`src/include/pcm_params.svh`:
```
// PCM sound block parameters
`ifndef PCM_PARAMS_SVH
`define PCM_PARAMS_SVH

// Number of playback voices
`define PCM_CH 4

// Sample ROM address width
`define PCM_AW 17

// Directory PROM address width, 256 entries of 4 bytes
`define PCM_DIR_AW 10

`endif

```
`src/pcm_mixer.sv`:
```
// Voice mixer with saturation
`include "pcm_params.svh"

module pcm_mixer (
    input  logic              clk,
    input  logic              arst_n_i,
    input  logic              cen_pcm_i,
    input  logic signed [7:0] samples_i [`PCM_CH],
    output logic signed [7:0] snd_o
);

    localparam int SW = 8 + $clog2(`PCM_CH);
    localparam logic signed [SW-1:0] SUM_MAX = 127;
    localparam logic signed [SW-1:0] SUM_MIN = -128;

    logic signed [SW-1:0] sum;
    logic signed [7:0]    clamped;

    // Wide enough that all voices at full scale cannot overflow
    always_comb begin
        sum = '0;
        for (int i = 0; i < `PCM_CH; i++) begin
            sum = sum + samples_i[i];
        end
    end

    always_comb begin
        if (sum > SUM_MAX) begin
            clamped = 8'sd127;
        end else if (sum < SUM_MIN) begin
            clamped = -8'sd128;
        end else begin
            clamped = sum[7:0];
        end
    end

    always_ff @(posedge clk or negedge arst_n_i) begin
        if (!arst_n_i) begin
            snd_o <= '0;
        end else if (cen_pcm_i) begin
            snd_o <= clamped;  // Updated once per sample tick
        end
    end

endmodule

```
`config.mk`:
```
export PLATFORM = sky130hd
export DESIGN_NAME = pcm_mixer
export DESIGN_NICKNAME = d
export VERILOG_FILES = /design/src/pcm_mixer.sv
export VERILOG_INCLUDE_DIRS = /design/src /design/src/include
export SDC_FILE = /design/constraint.sdc
export NUM_CORES = 1
export LEC_CHECK = 0
export BUFFER_PORTS_ARGS = -buffer_cell sky130_fd_sc_hd__buf_2
export CORE_MARGIN = 3
export CORE_UTILIZATION = 50
export DETAILED_ROUTE_END_ITERATION = 10
export PLACE_DENSITY = 0.82
export RECOVER_POWER = 25
export SYNTH_ARGS = -nofsm -noshare
export SYNTH_HDL_FRONTEND = slang
export SYNTH_SLANG_ARGS = --single-unit
export TNS_END_PERCENT = 100
```
`constraint.sdc`:
```
create_clock -name clk -period 0.9 [get_ports clk]
set_clock_uncertainty 0.05 [all_clocks]
set_input_delay 0.045 -clock clk [delete_from_list [all_inputs] [get_ports clk]]
set_output_delay 0.045 -clock clk [all_outputs]
set_load 0.01 [all_outputs]
```
* Word level (Yosys, flattened, before mapping) *
Index checks and enable logic that the tools add are counted.

storage, ports and cells
  register bits = 8
  input bits = 35
  output and inout bits = 8
  word-level logic and storage cells = 8

cells by class
  $add $sub $neg = 3
  magnitude comparators = 2
  mux-type cells = 2

operators by type and width
  cell                 number
  $mux 8               2
  $add 10x8->10        1
  $add 9x8->10         1
  $gt 10x8->1 const B  1
  $lt 10x8->1 const B  1
  $add 8x8->9          1

* Depth between registers and ports, before layout *
Gate-level depths: netlist of run 1.

  depth in word-level cells = 6
  mapped depth = 12
  depth with buffers taken out = 12

* Worst setup path before layout of run 1 *
OpenSTA, ideal clock, no wires.

  path kind = input to register
  from = input port samples_i[1] (netlist bit)
  to = register snd_o[0]
  library setup time = 0.133 ns
  data arrival time = 2.761 ns
  data required time = 0.717 ns
  path slack = -2.043 ns
  cell stages on the path = 12
  path buffers = 0
  cells stage by stage = inv_1 > fa_1 > inv_1 > fa_1 > ha_1 > fa_1 > a21o_1 > nor3b_1 > nor3_1 > nand3_1 > a21boi_2 > a21oi_1

on the way
  cells in the longest elaborated chain, start to end = 4
  elaborated cells between the ends (all ways) = 5
  those cells by class = add/sub (1); order compare (2); mux (2)

RTL lines
  element               line             text
  from (decl)           pcm_mixer.sv:8   input logic signed [7:0] samples_i [`PCM_CH],
  $add 10x8->10 *       pcm_mixer.sv:23  sum = sum + samples_i[i];
  $lt 10x8->1           pcm_mixer.sv:30  end else if (sum < SUM_MIN) begin
  $mux 8                pcm_mixer.sv:30
  $mux 8 *              pcm_mixer.sv:28  if (sum > SUM_MAX) begin
  to (signal assigned)  pcm_mixer.sv:41  snd_o <= clamped;
  to (decl)             pcm_mixer.sv:9   output logic signed [7:0] snd_o

Mark *: on every way between the ends. The rest lies on a longest branch, timed or not.
A chain may end at the register's enable or synchronous reset.

* Worst setup path in the final report of run 1 *
  from = input port samples_i[1] (netlist bit)
  to = register snd_o[2]

The elaborated chain is that of the path after synthesis.

==> summary.txt, run 1 <==
Layout
  • Number of diodes: 0
  • Layout cells sized above 1: 0.430
  • Final instance area: 1800 sq um
  • Post-layout nets: 270
  • Largest register FFs: 8
  • Largest regs: snd_o (8)
  • Fin util: 0.785
  • Area occupied by multi-input gates: 997 sq um
  • # fillers: 163
  • Final Non-Filler Cells: 235
  • Layout area overhead: 43.7%
  • Largest Register: snd_o
  • FF/Latch Area: 200 sq um

STA
  • Final Max Tran Viols: 0
  • Period utilization: 3.19
  • Setup tns final: -15,360 ps
  • Final setup viols: 8
  • WHS: 93.9 ps
  • Hold Vio Cnt, Final: 0
  • Final Critical Period: 2870 ps
  • Slew @ Worst Pin: 621 ps
  • Fin worst setup slack: -1970 ps
  • RSZ-0062 raised after global routing: yes
  • Slew headroom: 0.585
  • Maximum clock rate: 348 MHz

Logic synthesis
  • Syn_area_per_cell: 8.90 sq um
  • Xor and xnor area share after synthesis: 0.0568
  • FF+latch count, synth: 8
  • Library cells used by synthesis: 35
  • Sequential share of the synthesized area: 0.160
  • Syn Std Cell Area: 1250 sq um
  • Post-Synthesis Cells: 141
  • Synth area leaders: fa_1 (27%), dfrtp_1 (16%), inv_1 (12%)
  • Synth Area in Compound Gates: 0.192
  • Post-synthesis async set-or-reset flop share: 1.00
  • Synthesized net count: 202
  • Synth Area in Adders: 0.361
  • Cell taking the most area after synthesis: fa_1
  • Main synth FF type: dfrtp_1
  • Mux share of post-synthesis cell area: 0.00798
  • Main combinational cell family by area after synthesis: adder cells
  • EDFF count, synth: 0
  • Synth top area share: 0.271
  • Simple-Gate Fraction of Synth Area: 0.0917
  • Synth warn: 0

Setup path
  • Crit path DAT: 2960 ps
  • CP Max Fanout: 7
  • Critical-path cell with the highest stage delay: fa_1
  • Crit path top cell by count: fa_1
  • Internal reg-to-reg setup slack: 40 ps
  • Setup Crit Path Kind: in -> reg
  • Worst-case reg-to-reg path depth: 3
  • Slowest Stage Delay on Critical Path: 550 ps
  • Worst setup EP type: flip-flop
  • RR Endpoint: snd_o[3]
  • Critical path launch point type: input port
  • FF-to-FF Start: snd_o[3]
  • Critical path cell sequence: buf_8 -> inv_8 -> fa_1 -> inv_2 -> fa_1 -> ha_2 -> fa_2 -> a21o_4 -> a21oi_4 -> o21ai_4 -> xnor2_4 -> a21boi_4 -> a21oi_1
  • WP data required: 980 ps

Placed design
  • IO buf count: 42
  • DPL Wire Length: 2330 um
  • Placed insts: 225
  • Worst slack, placed: -2260 ps
  • GPL Wtd Cong: 0.761
  • Placed cell area: 1630 sq um

Clock tree
  • Clock H-tree levels: 1
  • Clk_lat worst skew: 260 ps
  • Clock root cell: clkbuf_4
  • Clk slew on worst S/H paths: 50 ps
  • CTS max path bufs: 2
  • Number of CTS-inserted buffers: 3
  • CTS tree: yes
  • Sinks on Clock Net: 8

Power and ir drop
  • LEAKAGE: 0.957 nW
  • Net Switching: 2.19 mW
  • Seq pwr share: 0.135
  • Combinational power share: 0.804
  • PwrDens: 2580 nW/um^2
  • Peak supply drop: 2.18 mV
  • Clock power share: 0.061
  • Sw Ratio: 0.471
  • Tot Pwr: 4.66 mW
  • Internal power: 2.47 mW

Hold path
  • Hold crit path type: in -> reg
  • Worst Hold End: snd_o[7]
  • Worst Hold Launch: cen_pcm_i
  • Hold path cells: 3

Die
  • Cell Rows: 17
  • Die Area: 3150 sq um
  • I/O pin count: 43
  • Starting density of the core: 0.546
  • Total core area: 2300 sq um
  • Die height: 56.1 um
  • Die X: 56.1 um

Route
  • Drt wl/cell: 13.5 um
  • DR iter-0 viols: 38
  • Remaining antenna violation count: 0
  • Detailed Routing Iterations Pass 1: 4
  • Via count: 1,190
  • Final WL: 3170 um
  • DRC violations left: 0
  • Via density: 5.06

Status
  • Failing checks: negative setup slack
  • Status: complete, but fails checks

Job
  • Maximum Capacitance Violations: 0

Global routing
  • Largest net degree at the start of global routing: 10
  • Initial antenna violation count: 0
  • Tot GR Track Use: 0.191
  • Vias in the first global route: 1,223
  • Gr ovfl total: 0
  • First-pass GRT wire length: 4950 um
-- layout make-up --
type                    count  area share
multi-input cells          92       0.553
well taps                  28      0.0194
repair buffers             65       0.219
clock buffers               3      0.0125
flip-flops and latches      8       0.111
inverters                  39      0.0854
-- worst max-delay path by stage --
| stage | depth (start not counted) | slack [ps] | to | start |
|---|---|---|---|---|
| global placement | 13 | -2100 | snd_o[6] | samples_i[1] |
| global route | 13 | -2030 | snd_o[2] | samples_i[1] |
| detailed placement | 13 | -2260 | snd_o[5] | samples_i[1] |
| floorplan | 12 | -1900 | snd_o[1] | samples_i[1] |
| CTS | 13 | -1920 | snd_o[5] | samples_i[1] |
| finish | 13 | -1970 | snd_o[2] | samples_i[1] |
-- Yosys cell counts (2+ instances only) --
cell type and n:
inv_1 39, fa_1 17, a21oi_1 11, nor2_1 11, ha_1 9, dfrtp_1 8, o21ai_0 7, a21o_1 3
a21oi_2 3, xnor2_1 3, a211oi_1 2, nand2_1 2, nand2b_1 2, o21a_1 2, xor2_1 2
-- worst max-delay path, delay by kind of cell --
kind | cells | cell delay (ps)
XOR/XNOR | 1 | 180
adder cells (fa/ha/maj) | 4 | 1570
AO/OA/AOI/OAI | 5 | 990
buffers and inverters | 3 | 150
-- cells by family after synthesis --
family,after synthesis
AOI/OAI and AO/OA,35
xor gates and xnor gates,6
adders and majority gates,26
buffers and inverters,42
DFF,8
muxes,1
and+or+nand+nor,23
-- power by group through the flow --
stage                     registers [mW]  logic, mW  clock network (mW)
after global routing               0.645       4.06               0.309
after detailed placement           0.626       3.00                   0
final                              0.628       3.75               0.283
after CTS                          0.622       3.18               0.278
after floorplan                    0.709       1.95                   0
after global placement             0.615       2.88                   0
-- placed cells by master (no fill, tap or decap), types with 2 or more instances in the layout --
| master | netlist | routed |
|---|---|---|
| nor2_1 | 11 | 11 |
| ha_1 | 9 | 8 |
| nor3_2 | 1 | 2 |
| inv_1 | 39 | 37 |
| xnor2_1 | 3 | 3 |
| a21o_1 | 3 | 2 |
| nand2_1 | 2 | 2 |
| clkbuf_4 | 0 | 3 |
| nand2b_1 | 2 | 2 |
| a21oi_4 | 0 | 2 |
| dfrtp_1 | 8 | 8 |
| buf_2 | 1 | 40 |
| fa_1 | 17 | 16 |
| buf_4 | 1 | 22 |
| o21ai_1 | 1 | 3 |
| o21a_1 | 2 | 2 |
| o21ai_0 | 7 | 5 |
| a21oi_2 | 3 | 5 |
| xor2_1 | 2 | 2 |
| a21oi_1 | 11 | 7 |
-- metal layers --
metal | global-route usage | part of all wire | vias up
li1 | - | - | 579
met1 | 0.205 | 0.36 | 564
met2 | 0.386 | 0.57 | 38
met3 | 0.0394 | 0.043 | 9
met4 | 0.0203 | 0.019 | 0
met5 | 0 | 0 | -
-- timing repair --
item / 4_1_cts / 5_1_grt
hold buffers: 1 / 0
gates resized for setup: 10 / 9
pin swaps: 2 / 9
setup endpoints to repair: 8 / 13
endpoints found under the hold margin: 8 / 0
setup buffers: 0 / 5
gates cloned: 0 / 1
(Power assumes the default switching activity.)
==> run 2, diff against run 1 <==
- CELL_PAD_IN_SITES_DETAIL_PLACEMENT: unset -> 1
- CELL_PAD_IN_SITES_GLOBAL_PLACEMENT: unset -> 1
- CORE_UTILIZATION: 50 -> 37
==> run 2 against run 1 <==
  * Via count rose by 8.8%
  * Non-clock buffer count rose by 10
  * Critical path depth rose by 1
  * The run still ends with negative setup slack left
  * Clock power rose by 9.9%
  * Fmax fell by 1.5%
  * Global-route usage rose by 1.5 points
  * Combinational power rose by 20%
  * Count of clock-buffer cells in the layout did not move
  * First-iteration DRC count rose by 61%
==> summary.txt, run 2 (synthesis gave the netlist of run 1 again) <==
Status
  • Status: complete, but fails checks
  • Failing checks: negative setup slack

Die
  • Cell Rows: 20 (+3)
  • I/O pin count: 43 (unchanged)
  • Die Area: 4130 sq um (+31%)
  • Total core area: 3150 sq um (+37%)
  • Die X: 64.2 um (+15%)
  • Die height: 64.2 um (+15%)
  • Starting density of the core: 0.398 (-0.148)

Placed design
  • Placed insts: 242 (+7.6%)
  • DPL Wire Length: 2680 um (+15%)
  • IO buf count: 42 (unchanged)
  • GPL Wtd Cong: 0.867 (+14%)

Global routing
  • Vias in the first global route: 1,418 (+16%)
  • Initial antenna violation count: 0 (unchanged)
  • Largest net degree at the start of global routing: 10 (unchanged)
  • Gr ovfl total: 0 (unchanged)
  • Tot GR Track Use: 0.206 (+0.0152)
  • First-pass GRT wire length: 6590 um (+33%)

STA
  • RSZ-0062 raised after global routing: yes
  • Setup tns final: -15,560 ps (-204 ps)
  • Fin worst setup slack: -2010 ps (-42.4 ps)
  • Period utilization: 3.24 (+0.0471)
  • Final Max Tran Viols: 0 (unchanged)
  • Hold Vio Cnt, Final: 0 (unchanged)
  • Maximum clock rate: 343 MHz (-1.5%)
  • WHS: 109 ps (+14.7 ps)
  • Slew headroom: 0.598 (+0.0129)
  • Slew @ Worst Pin: 601 ps (-19.3 ps)
  • Final Critical Period: 2910 ps (+42.4 ps)
  • Final setup viols: 11 (+3)

Setup path
  • WP data required: 1040 ps (+60 ps)
  • CP Max Fanout: 7 (unchanged)
  • Worst setup EP type: flip-flop
  • Critical path launch point type: input port
  • Crit path DAT: 3060 ps (+100 ps)
  • Setup Crit Path Kind: in -> reg

Power and ir drop
  • PwrDens: 2850 nW/um^2 (+10%)
  • Peak supply drop: 1.23 mV (-44%)
  • LEAKAGE: 1.00 nW (+5.0%)

Route
  • Remaining antenna violation count: 0 (unchanged)
  • Via density: 4.96 (-2.0%)
  • Via count: 1,295 (+8.8%)
  • Final WL: 4330 um (+37%)
  • DR iter-0 viols: 61 (+61%)
  • DRC violations left: 0 (unchanged)
  • Detailed Routing Iterations Pass 1: 4 (unchanged)
  • Drt wl/cell: 16.6 um (+23%)

Hold path
  • Hold crit path type: in -> reg

Clock tree
  • Sinks on Clock Net: 8 (unchanged)
  • Number of CTS-inserted buffers: 3 (unchanged)
  • Clock H-tree levels: 1 (unchanged)
  • Clock root cell: clkbuf_4
  • Clk_lat worst skew: 260 ps (about the same)
  • CTS max path bufs: 2 (unchanged)
  • Clk slew on worst S/H paths: 70 ps (+20 ps)
  • CTS tree: yes

Layout
  • Largest Register: snd_o
  • Post-layout nets: 280 (+3.7%)
  • Final Non-Filler Cells: 261 (+11%)
  • Layout cells sized above 1: 0.488 (+0.0585)
  • Largest regs: snd_o (8)
  • Area occupied by multi-input gates: 1000 sq um (+0.38%)
  • Largest register FFs: 8 (unchanged)
  • Layout area overhead: 52.8%
  • Commonest non-fill, non-tap cell in the layout: buf_2
  • Number of diodes: 0 (unchanged)
  • FF/Latch Area: 200 sq um (unchanged)
  • # fillers: 397 (+140%)
  • Most frequent cells in the layout: buf_2 (38), inv_1 (36), buf_4 (31)

Job
  • Maximum Capacitance Violations: 0 (unchanged)
[run 2: changes by cell type in the layout (fill, tap and decap cells not counted), sizes merged]
cell | before | now
buf | 63 | 73
[run 2: critical path, stage by stage]
cell	delay, ps
buf_8	80
inv_8	30
fa_1	540
inv_2	40
fa_1	460
ha_2	210
fa_2	340
a21o_1	210
a311oi_2	240
nor3_2	110
buf_4	150
a21oi_4	230
o21ai_0	190
a21oi_2	180
[run 2: final timing paths]
| path | start | end | slack, ps | cells after the start |
|---|---|---|---|---|
| worst max-delay path | samples_i[1] | snd_o[0] | -2010 | 14 |
| worst min-delay path | cen_pcm_i | snd_o[7] | 110 | 3 |
| worst max register to register | snd_o[3] | snd_o[3] | -40 | 3 |
| worst min register to register | snd_o[2] | snd_o[2] | 500 | 2 |
| max in group asynchronous | arst_n_i | snd_o[6] | 290 | 2 |
| min in group asynchronous | arst_n_i | snd_o[3] | 190 | 2 |
[run 2: timing repair]
item | in CTS | in global routing
endpoints found under the setup margin | 8 | 16
setup buffers | 6 | 8
hold buffers | 1 | 0
hold endpoints to repair | 8 | 0
gates resized for setup | 19 | 12
pin swaps | 16 | 5
cloned | 1 | 0
[run 2: area by class of cell]
type,count,area share
clock buffer,3,0.0117
tap,44,0.0287
inverter,39,0.0802
timing repair buffer,75,0.253
multi-input combinational,92,0.522
sequential,8,0.104
[run 2: power breakdown]
group          internal [mW]  switching (mW)  total [mW]
Combinational           2.18            2.32        4.50
Clock                  0.155           0.156       0.311
Sequential             0.538           0.122       0.660
Total                   2.87            2.60        5.47
[run 2: through the flow]
stage | setup slack, ps | power (mW) | cell area (sq um) | utilization
2_1_floorplan | -1900 | 2.66 | 1280 | -
3_3_place_gp | -2120 | 3.59 | 1660 | 0.527
3_5_place_dp | -2280 | 3.75 | 1660 | 0.527
4_1_cts | -1910 | 4.71 | 1820 | 0.579
5_1_grt | -2150 | 5.92 | 1920 | 0.608
6_report | -2010 | 5.47 | 1920 | 0.608
[run 2: per-layer routing]
layer | track usage | routed length (um) | vias to the layer above | share of wire
met1 | 0.228 | 1560 | 635 | 0.36
met2 | 0.397 | 2450 | 49 | 0.56
met3 | 0.0475 | 197 | 10 | 0.045
met5 | 0 | 0 | - | 0
li1 | - | - | 601 | -
met4 | 0.0422 | 128 | 0 | 0.030
