**config.mk**
```make
export PLATFORM = sky130hd
export DESIGN_NAME = pcm_voice_flat
export DESIGN_NICKNAME = d
export VERILOG_FILES = /design/src/pcm_pkg.sv /design/src/pcm_fetch_if.sv /design/src/pcm_voice.sv /design/src/flat_wrapper.sv
export VERILOG_INCLUDE_DIRS = /design/src /design/src/include
export SDC_FILE = /design/constraint.sdc
export NUM_CORES = 1
export LEC_CHECK = 0
export BUFFER_PORTS_ARGS = -buffer_cell sky130_fd_sc_hd__buf_2
export CORE_UTILIZATION = 55
export DETAILED_ROUTE_END_ITERATION = 6
export GPL_TIMING_DRIVEN = 0
export PLACE_DENSITY = 0.78
export SLEW_MARGIN = 20
export SYNTH_ARGS = -nofsm -noshare
export SYNTH_HDL_FRONTEND = slang
export SYNTH_SLANG_ARGS = --single-unit
```
**constraint.sdc**
```tcl
create_clock -name clk -period 6.8 [get_ports clk]
set_clock_uncertainty 0.05 [all_clocks]
set_input_delay 0.34 -clock clk [delete_from_list [all_inputs] [get_ports clk]]
set_output_delay 0.34 -clock clk [all_outputs]
set_load 0.02 [all_outputs]
```
**src/include/pcm_params.svh**
```systemverilog
// PCM sound block parameters
`ifndef PCM_PARAMS_SVH
`define PCM_PARAMS_SVH

// Number of playback voices
`define PCM_CH 4

// Sample ROM address width
`define PCM_AW 17

// Directory PROM address width, 256 entries of 4 bytes
`define PCM_DIR_AW 10

`endif

```
**src/pcm_pkg.sv**
```systemverilog
// PCM sound shared types
`include "pcm_params.svh"

package pcm_pkg;

    // Voice playback states
    typedef enum logic [1:0] {
        IDLE,   // Silent, waiting for a start
        FETCH,  // ROM byte requested
        HOLD    // Byte held until next tick
    } voice_state_e;

    // Directory entry as assembled from four PROM bytes
    //   byte 0 : start[7:0]
    //   byte 1 : start[15:8]
    //   byte 2 : start[16] in bit 0, volume in bits 7..5
    //   byte 3 : length in bytes
    typedef struct packed {
        logic [`PCM_AW-1:0] start;  // First sample address
        logic [2:0]         vol;    // 7 is unity gain
        logic [7:0]         len;    // Zero means no start
    } dir_entry_t;

endpackage

```
**src/pcm_fetch_if.sv**
```systemverilog
// Voice ROM fetch channel
`include "pcm_params.svh"

interface pcm_fetch_if;

    logic               req;   // Level, held with addr until ack
    logic [`PCM_AW-1:0] addr;
    logic               ack;   // One-cycle pulse
    logic [7:0]         data;  // Valid in the ack cycle

    modport voice (
        output req,
        output addr,
        input  ack,
        input  data
    );

    modport arbiter (
        input  req,
        input  addr,
        output ack,
        output data
    );

endinterface

```
**src/pcm_voice.sv**
```systemverilog
// PCM playback voice
`include "pcm_params.svh"

module pcm_voice (
    input  logic                clk,
    input  logic                arst_n_i,
    input  logic                soft_rst_n_i,
    input  logic                cen_pcm_i,
    input  logic                start_i,
    input  pcm_pkg::dir_entry_t entry_i,
    pcm_fetch_if.voice          fetch,
    output logic                busy_o,
    output logic signed [7:0]   sample_o
);

    pcm_pkg::voice_state_e state_r;
    logic [`PCM_AW-1:0]    addr_r;
    logic [7:0]            cnt_r;         // Bytes still to fetch
    logic [2:0]            vol_r;
    logic                  pend_r;        // Restart waiting for ack
    pcm_pkg::dir_entry_t   pend_entry_r;
    pcm_pkg::dir_entry_t   load_entry;
    logic                  in_fetch;
    logic                  got_ack;
    logic                  defer;
    logic                  load;
    logic                  take;
    logic signed [7:0]     rom_s;
    logic signed [4:0]     gain;
    logic signed [11:0]    scaled;

    assign in_fetch = (state_r == pcm_pkg::FETCH);
    assign got_ack  = in_fetch & fetch.ack;

    // A start during an open fetch waits, the ROM request must stay steady
    assign defer      = start_i & in_fetch & ~fetch.ack;
    assign load       = (start_i & (~in_fetch | fetch.ack)) | (got_ack & pend_r);
    assign load_entry = start_i ? entry_i : pend_entry_r;
    assign take       = got_ack & ~load;

    // Offset binary to signed, then volume 0..7 as gain 1/8..8/8
    assign rom_s  = {~fetch.data[7], fetch.data[6:0]};
    assign gain   = {2'b00, vol_r} + 5'sd1;
    assign scaled = (rom_s * gain) >>> 3;

    assign fetch.addr = addr_r;
    assign busy_o     = (state_r != pcm_pkg::IDLE);

    always_ff @(posedge clk) begin
        if (defer) begin
            pend_entry_r <= entry_i;
        end
        if (load) begin
            addr_r <= load_entry.start;
            cnt_r  <= load_entry.len;
            vol_r  <= load_entry.vol;
        end else if (take) begin
            addr_r <= addr_r + 1'b1;
            cnt_r  <= cnt_r - 8'd1;
        end
    end

    always_ff @(posedge clk or negedge arst_n_i) begin
        if (!arst_n_i) begin
            state_r   <= pcm_pkg::IDLE;
            fetch.req <= 1'b0;
            pend_r    <= 1'b0;
            sample_o  <= '0;
        end else if (!soft_rst_n_i) begin
            state_r   <= pcm_pkg::IDLE;
            fetch.req <= 1'b0;
            pend_r    <= 1'b0;
            sample_o  <= '0;
        end else begin
            if (defer) begin
                pend_r <= 1'b1;
            end
            if (got_ack) begin
                fetch.req <= 1'b0;
                pend_r    <= 1'b0;
            end
            if (load) begin
                state_r <= pcm_pkg::HOLD;  // Old sample stays until first byte
            end else begin
                case (state_r)
                    pcm_pkg::HOLD: begin
                        if (cen_pcm_i) begin
                            if (cnt_r == 8'd0) begin
                                state_r  <= pcm_pkg::IDLE;
                                sample_o <= '0;
                            end else begin
                                state_r   <= pcm_pkg::FETCH;
                                fetch.req <= 1'b1;
                            end
                        end
                    end
                    pcm_pkg::FETCH: begin
                        if (fetch.ack) begin
                            state_r  <= pcm_pkg::HOLD;
                            sample_o <= scaled[7:0];
                        end
                    end
                    default: ;
                endcase
            end
        end
    end

endmodule

```
**src/flat_wrapper.sv**
```systemverilog
// flat-port wrapper written by rule: the top's interface ports become plain ports
module pcm_voice_flat 
  (clk, arst_n_i, soft_rst_n_i, cen_pcm_i, start_i, entry_i, busy_o, sample_o, fetch_req, fetch_addr, fetch_ack, fetch_data);
  pcm_fetch_if fetch_i ();
  input  logic clk;
  input  logic arst_n_i;
  input  logic soft_rst_n_i;
  input  logic cen_pcm_i;
  input  logic start_i;
  input  pcm_pkg::dir_entry_t entry_i;
  output logic busy_o;
  output logic signed [7:0] sample_o;
  output wire logic [$bits(fetch_i.req)-1:0] fetch_req;
  output wire logic [$bits(fetch_i.addr)-1:0] fetch_addr;
  input wire logic [$bits(fetch_i.ack)-1:0] fetch_ack;
  input wire logic [$bits(fetch_i.data)-1:0] fetch_data;
  assign fetch_req = fetch_i.req;
  assign fetch_addr = fetch_i.addr;
  assign fetch_i.ack = fetch_ack;
  assign fetch_i.data = fetch_data;
  pcm_voice u_core (.clk(clk), .arst_n_i(arst_n_i), .soft_rst_n_i(soft_rst_n_i), .cen_pcm_i(cen_pcm_i), .start_i(start_i), .entry_i(entry_i), .fetch(fetch_i), .busy_o(busy_o), .sample_o(sample_o));
endmodule
```
### Word-level counts from Yosys, hierarchy flattened

Cells that the tools add are included.

| storage, ports and cells | value |
|---|---|
| register bits | 68 |
| input bits | 42 |
| logic and storage cells | 68 |

| operators by class | value |
|---|---|
| muxes and demuxes | 26 |
| $mul | 1 |
| add/sub/neg operators | 3 |
| bitwise logic cells | 12 |
| eq/ne operators | 11 |
| reduce and logical (&&, ||, !) cells | 5 |

Operators by type and width:

| cell | count |
|---|---|
| 8-bit two-way mux | 7 |
| 17-bit two-way mux | 2 |
| 28-bit two-way mux | 1 |
| 17-bit by 1-bit adder with 17-bit output, second input constant | 1 |
| 8-bit one-hot mux with 2 select lines | 1 |
| 8-bit by 5-bit multiplier with 11-bit output | 1 |
| 1-bit two-way mux | 10 |
| 8-bit zero test | 1 |
| 2-bit two-way mux | 4 |
| 8-bit by 1-bit subtractor with 8-bit output, second input constant | 1 |
| 1-bit bitwise AND | 6 |
| 3-bit by 1-bit inequality test with 1-bit output, second input constant | 2 |
| 3-bit inequality test, second input constant | 2 |
| 5-bit AND reduction | 1 |
| 3-bit by 1-bit adder with 4-bit output, second input constant | 1 |
| 4-bit by 1-bit inequality test with 1-bit output, second input constant | 1 |
| 4-bit by 3-bit inequality test with 1-bit output, second input constant | 1 |
| 4-bit inequality test, second input constant | 1 |
| 1-bit NOT | 4 |
| 2-bit one-hot mux with 2 select lines | 1 |
| 2-bit nonzero test | 2 |
| 3-bit by 2-bit inequality test with 1-bit output, second input constant | 1 |
| 3-bit AND reduction | 1 |
| 2-bit by 1-bit == test with 1-bit output, second input constant | 1 |
| other kinds (3) | 4 |

### Longest topological paths before layout

Gate-level depths: netlist (run 1).

| depth | value |
|---|---|
| word-level depth | 9 |
| mapped depth | 15 |

### Worst setup path before layout (run 1)

Ideal clock, no wire load.

| timing path | value |
|---|---|
| path type | register to register |
| from | register u_core.vol_r[0] |
| to | register u_core.sample_o[7] |
| arrival time | 3750 ps |
| slack | 2917 ps |
| clock period less this slack | 3883 ps |
| library setup time | 83 ps |
| cell stages (with the launch flop) | 15 |
| data required time | 6667 ps |
| path buffers | 0 |
| path through | edfxtp_1 -> ha_1 -> xor2_1 -> and2_1 -> ha_1 -> fa_1 -> inv_1 -> fa_1 -> inv_1 -> ha_1 -> o21ai_0 -> o2bb2ai_1 -> a31oi_1 -> xnor3_1 -> o21ai_0 |

| between the ends | value |
|---|---|
| longest elaborated chain between the ends | 6 |

Ends and longest elaborated chain:

| element | line | RTL |
|---|---|---|
| start: declaration | pcm_voice.sv:19 | `logic [2:0] vol_r;` |
| start signal: assignment | pcm_voice.sv:56 | `vol_r <= load_entry.vol;` |
| 3-bit by 1-bit adder with 4-bit output | pcm_voice.sv:43 | `assign gain = {2'b00, vol_r} + 5'sd1;` |
| 8-bit by 5-bit multiplier with 11-bit output | pcm_voice.sv:44 | `assign scaled = (rom_s * gain) >>> 3;` |
| 8-bit two-way mux | pcm_voice.sv:98 | `if (fetch.ack) begin` |
| 8-bit one-hot mux with 2 select lines | pcm_voice.sv:85 | `case (state_r)` |
| 8-bit two-way mux | pcm_voice.sv:82 | `if (load) begin` |
| 8-bit two-way mux | pcm_voice.sv:69 | `end else if (!soft_rst_n_i) begin` |
| end signal: assignment | pcm_voice.sv:100 | `sample_o <= scaled[7:0];` |
| end: declaration | pcm_voice.sv:13 | `output logic signed [7:0] sample_o` |

Every way passes these cells. The select of a mux whose other input is x is not followed.
A chain may end at the register's enable or synchronous reset.

### Worst setup path after layout (run 1)

Ends and elaborated chain as after synthesis.

==> results of run 1 <==
-- kinds of logic (layout without fill, tap and decap cells) --
logic type	after synthesis	after routing	share of synthesized area [%]
flip-flops	68	68	45.6
XOR/XNOR	31	31	6.57
multiplexers	10	10	2.39
adder cells (fa/ha/maj)	35	35	12.5
AND/OR/NAND/NOR	128	128	16.2
AO/OA/AOI/OAI	76	76	11.9
buffers and inverters	49	134	4.72
-- through the flow --
stage,worst slack [ns],hold slack (ns)
floorplan,2.92,-0.00559
global placement,2.54,0.176
detailed placement,2.45,0.175
CTS,2.46,0.120
global route,2.17,0.117
finish,2.48,0.128
-- cells in the final DEF, fill, tap and decap left out, types with 3 or more instances in the layout --
master,count
mux2_2,3
nor2b_1,24
a21o_1,3
and2_1,19
mux2i_1,7
xnor2_1,20
clkbuf_8,9
ha_1,21
inv_1,36
a31oi_1,3
nor2_1,18
nor3_1,8
a21oi_1,22
fa_1,14
nand3_1,7
o21ai_0,15
buf_2,72
dfrtp_1,12
a211oi_1,19
nand2_1,28
edfxtp_1,56
xor2_1,10
nand2b_1,6
clkbuf_1,5
-- metal layers --
| layer | global-route usage [%] | part of all wire (%) |
|---|---|---|
| met5 | 0 | 0 |
| met4 | 10.1 | 2.3 |
| met3 | 4.63 | 5.3 |
| met1 | 29.5 | 44 |
| met2 | 38.8 | 49 |
-- flip-flops by register name (all words and copies together) (netlist names) --
| signal | cells |
|---|---|
| u_core.pend_entry_r | 28 |
| u_core.fetch.addr | 17 |
| u_core.cnt_r | 8 |
| u_core.sample_o | 8 |
| u_core.vol_r | 3 |
| u_core.state_r | 2 |
| u_core.fetch.req | 1 |
| u_core.pend_r | 1 |
-- cell usage after synthesis (3+ instances only) --
cell       n  area (um2)
xor2_1    10        87.6
clkbuf_1   5        18.8
a31oi_1    3        18.8
nor2_1    19        71.3
mux2i_1    7        70.1
xnor2_1   20         175
edfxtp_1  56        1680
nor2b_1   24         150
buf_2      5        25.0
a21o_1     3        22.5
a21oi_1   22         110
nand2b_1   6        37.5
ha_1      21         263
a211oi_1  19         143
inv_1     36         135
o21ai_0   15        75.1
and2_1    19         119
fa_1      14         280
nor3_1     8        40.0
nand2_1   29         109
dfrtp_1   12         300
mux2_2     3        33.8
nand3_1    7        35.0
-- worst paths after layout --
path                                     from                      end  slack [ns]  cells past startpoint
setup / recovery              u_core.vol_r[0]       u_core.sample_o[7]        2.48                     14
hold / removal                    entry_i[12]  u_core.pend_entry_r[12]        0.13                      1
setup reg to reg              u_core.vol_r[0]       u_core.sample_o[7]        2.48                     14
hold reg to reg            u_core.sample_o[3]       u_core.sample_o[3]        0.43                      2
max in group asynchronous            arst_n_i        u_core.state_r[1]        6.15                      2
min in group asynchronous            arst_n_i         u_core.fetch.req        0.34                      2
-- area by class of cell --
type	instances	area, um2	area share [%]
timing repair buffer	69	373	7.36
tap	102	128	2.52
clock inverter	7	90.1	1.78
multi-input combinational	280	2170	42.7
clock buffer	9	124	2.44
sequential	68	1980	39.1
buffer	13	70.1	1.38
inverter	36	135	2.67
-- critical path, stage by stage, from the launching register on --
cell	delay, ns
edfxtp_1	0.41
ha_1	0.25
xor2_1	0.41
and2_1	0.20
ha_1	0.25
fa_1	0.54
inv_1	0.06
fa_1	0.52
inv_1	0.04
ha_1	0.35
o21ai_0	0.41
o2bb2ai_1	0.17
a31oi_1	0.05
xnor3_1	0.39
o21ai_0	0.15
-- power by group --
group          internal [mW]  switching (mW)  total, mW
clock                  0.205           0.160      0.365
combinational          0.104           0.143      0.247
sequential             0.474          0.0188      0.493
==> impl_metrics.py, run 1 <==
metrics = {
    "run_status": {
        "status": "completed",
    },
    "clocking": {
        "cts_max_path_buffers": 2,
        "cts_tree": "built",
        "cts_buffers": 9,
        "cts_setup_buffers": 0,
        "htree_levels": 3,
        "root_buffer": "clkbuf_8",
        "insertion_delay_ns": 0.34,
        "path_clk_slew_ns": 0.08,
        "holdBufCountCts": 1,
        "ctsResizeCount": 0,
        "numClockSinks": 68,
    },
    "flow_run": {
        "maxCapViolCount": 0,
    },
    "finish": {
        "final_core_util_pct": 65.9,
        "finish.instance_area_um2": 5070,
        "diodes": 0,
        "drive_gt1_share_pct": 22.4,
        "areaGrowthSynthToFinish_pct": 16.7,
        "num-fill-cells": 629,
        "stdcell_count": 584,
        "nets": 554,
    },
    "global_routing": {
        "grt_use_total_pct": 23.3,
        "grt_pass1_vias": 3209,
        "grt_pass1_wl_um": 14800,
        "overflow": 0,
        "antenna_found_initial": 0,
        "grt_max_degree": 27,
    },
    "placement": {
        "post-place-cells": 567,
        "gp_congestion": 0.831,
        "port-buffer-count": 67,
        "hpwlAfterDp_um": 6560,
        "dpl_cell_area_um2": 4840,
    },
    "yosys": {
        "synth_cell_types": 51,
        "synth_top_flop_cell": "edfxtp_1",
        "synth_nets": 474,
        "synthCells": 397,
        "synth-seq-cells": 68,
        "seq_area_frac_synth_pct": 45.6,
        "avgSynthCellArea_um2": 10.9,
        "syn-cell-area_um2": 4340,
        "async_reset_ff_share_pct": 17.6,
        "synth_edf_count": 56,
        "yosysWarnings": 0,
    },
    "die": {
        "coreArea_um2": 7690,
        "fp.dieArea_um2": 8260,
        "die_w_um": 90.9,
        "ios": 69,
        "start_util_pct": 56.5,
        "rows": 32,
        "die_y_um": 90.9,
    },
    "sta": {
        "min_period_ns": 4.32,
        "max_slew.worst_pin.slew_ns": 0.644,
        "setup_viol_count_final": 0,
        "rsz0062_at_grt": "false",
        "period_share_pct": 63.5,
        "relSlewSlack_pct": 56.9,
        "slew_viol_final": 0,
        "hold_viol": 0,
        "tns_ns": 0,
        "max_freq_mhz": 232,
    },
    "power_and_ir_drop": {
        "p_leak_nw": 2.16,
        "p_per_area_nw_per_um2": 218,
        "finalPower_mw": 1.11,
        "vdd_drop_max_mv": 0.116,
    },
    "route": {
        "drc_errors": 0,
        "via_per_inst": 5.52,
        "routed_wl_um": 8720,
        "initialDrtViolationCount": 167,
        "drtPass1Iterations": 4,
        "ant_nets": 0,
        "routedWlPerCell_um": 14.9,
        "vias": 3221,
    },
    "critical_path": {
        "startpoint_type": "flop",
        "path_class": "reg2reg",
        "critical_path.max_fanout": 8,
        "required_ns": 7.02,
        "worst_setup_path_end_kind": "flop",
        "cp_data_arrival_time_ns": 4.53,
    },
    "hold_path": {
        "min-delay-path-class": "in2reg",
    },
}
Power figures use the tool's default switching activity.
==> inputs of run 2 (changes only) <==
==> constraint.sdc (replaced) <==
create_clock -name clk -period 4.4 [get_ports clk]
set_clock_uncertainty 0.05 [all_clocks]
set_input_delay 0.22 -clock clk [delete_from_list [all_inputs] [get_ports clk]]
set_output_delay 0.22 -clock clk [all_outputs]
set_load 0.02 [all_outputs]
==> run 2 against run 1 <==
Cell count increased by 0.34%. Final area increased by 0.89%. Global-route usage increased by 0.073 points. Die area unchanged. Combinational power increased by 56%. Critical path depth unchanged. Critical endpoint unchanged.
==> impl_metrics.py, run 2 (synthesis gave the netlist of run 1 again) <==
metrics = {
    "critical_path": {
        "path_delay_family": "adder cells",
        "path_depth": 14,
        "startpoint_type": "flop",
        "cp_slowest_stage_delay_ns": 0.54,
        "cp.buffers_inverters": 2,
        "required_ns": 4.61,
        "crit-reg2reg-capture": "u_core.sample_o[7]",
        "rr_startpoint": "u_core.vol_r[0]",
        "cp_data_arrival_time_ns": 4.29,
        "slowest_stage": "fa_1",
        "startpoint": "u_core.vol_r[0]",
        "rr_worst_depth": 14,
        "reg2reg_slack_ns": 0.33,
        "worst_setup_path_end_kind": "flop",
        "crit_top_cell": "ha_1",
        "cp-endpoint": "u_core.sample_o[7]",
        "path_class": "reg2reg",
        "crit_chain": "ha_1 -> xor2_4 -> and2_1 -> ha_1 -> fa_1 -> inv_1 -> fa_1 -> inv_1 -> ha_1 -> o21ai_1 -> o2bb2ai_1 -> a31oi_1 -> xnor3_1 -> o21ai_0",
        "critical_path.max_fanout": 8,
    },
    "finish": {
        "top_register": "u_core.pend_entry_r",
        "stdcell_count": 586,
        "drive_gt1_share_pct": 22.5,
        "mostFrequentLayoutCell": "buf_2",
        "areaGrowthSynthToFinish_pct": 17.7,
        "nets": 556,
        "final_core_util_pct": 66.5,
        "largest_reg_flops": 28,
        "layout_common_cells": "buf_2 (72), edfxtp_1 (56), inv_1 (36)",
        "diodes": 0,
        "num-fill-cells": 620,
    },
    "power_and_ir_drop": {
        "vdd_drop_max_mv": 0.179,
        "p_per_area_nw_per_um2": 335,
        "p_leak_nw": 2.18,
    },
    "global_routing": {
        "grt_pass1_vias": 3220,
        "overflow": 0,
        "grt_max_degree": 27,
        "grt_pass1_wl_um": 14900,
        "antenna_found_initial": 0,
        "grt_use_total_pct": 23.3,
    },
    "die": {
        "rows": 32,
        "die_y_um": 90.9,
        "die_w_um": 90.9,
        "start_util_pct": 56.5,
        "coreArea_um2": 7690,
        "fp.dieArea_um2": 8260,
        "ios": 69,
    },
    "route": {
        "drc_errors": 0,
        "routedWlPerCell_um": 15.0,
        "drtPass1Iterations": 5,
        "ant_nets": 0,
        "via_per_inst": 5.57,
        "routed_wl_um": 8800,
        "vias": 3263,
        "initialDrtViolationCount": 144,
    },
    "sta": {
        "min_period_ns": 4.07,
        "relSlewSlack_pct": 57.0,
        "layout_setup_ws_ns": 0.326,
        "setup_viol_count_final": 0,
        "period_share_pct": 92.6,
        "max_freq_mhz": 245,
        "max_slew.worst_pin.slew_ns": 0.642,
        "rsz0062_at_grt": "false",
        "slew_viol_final": 0,
        "tns_ns": 0,
        "hold_viol": 0,
    },
    "run_status": {
        "status": "completed",
    },
    "flow_run": {
        "maxCapViolCount": 0,
    },
    "placement": {
        "hpwlAfterDp_um": 6560,
        "gp_congestion": 0.831,
        "port-buffer-count": 67,
        "post-place-ws_ns": 0.0473,
        "post-place-cells": 567,
    },
    "hold_path": {
        "min-delay-path-class": "in2reg",
        "hold_depth": 1,
    },
    "clocking": {
        "numClockSinks": 68,
        "root_buffer": "clkbuf_8",
        "cts_buffers": 9,
        "path_clk_slew_ns": 0.08,
        "htree_levels": 3,
        "insertion_delay_ns": 0.34,
        "cts_tree": "built",
        "cts_max_path_buffers": 2,
    },
}
-- run 2: area by class of cell --
class | count | area (um2) | area share (%)
buffer | 12 | 66.3 | 1.30
clock buffer | 9 | 124 | 2.42
clock inverter | 7 | 90.1 | 1.76
inverter | 36 | 135 | 2.64
multi-input combinational | 280 | 2180 | 42.7
sequential | 68 | 1980 | 38.8
tap | 102 | 128 | 2.50
timing repair buffer | 72 | 403 | 7.88
-- run 2: timing repair --
action	CTS	global route
resized for setup	0	3
buffers inserted	0	0
hold buffers	2	2
endpoints found under the hold margin	13	2
endpoints found under the setup margin	0	2
-- run 2: worst min-delay path by stage --
stage | start | to | slack (ns)
floorplan | arst_n_i | u_core.fetch.req | -0.13
finish | entry_i[12] | u_core.pend_entry_r[12] | 0.01
global route | entry_i[13] | u_core.pend_entry_r[13] | 0.0005
detailed placement | arst_n_i | u_core.sample_o[3] | 0.06
global placement | arst_n_i | u_core.sample_o[5] | 0.06
CTS | entry_i[21] | u_core.pend_entry_r[21] | 0.002
-- run 2: per-layer routing --
metal / vias up / routed length [um] / track usage, %
met3: 16 / 398 / 4.63
met2: 103 / 4400 / 39.0
met5: - / 0 / 0
met4: 0 / 170 / 10.1
li1: 1564 / - / -
met1: 1580 / 3830 / 29.6
-- run 2: where the power goes --
part / switching (mW) / leakage [nW] / internal (mW)
combinational: 0.222 / 1.38 / 0.165
sequential: 0.0297 / 0.690 / 0.733
clock: 0.248 / 0.107 / 0.317
total: 0.500 / 2.18 / 1.21
-- run 2: through the flow --
step | total power, mW | instance area (um2) | hold WS (ns)
after floorplan | 1.05 | 4340 | -0.126
after global placement | 1.14 | 4810 | 0.0563
after detailed placement | 1.16 | 4840 | 0.0553
after CTS | 1.71 | 5070 | 0.00244
after global routing | 1.80 | 5110 | 0.000512
final | 1.71 | 5110 | 0.0112
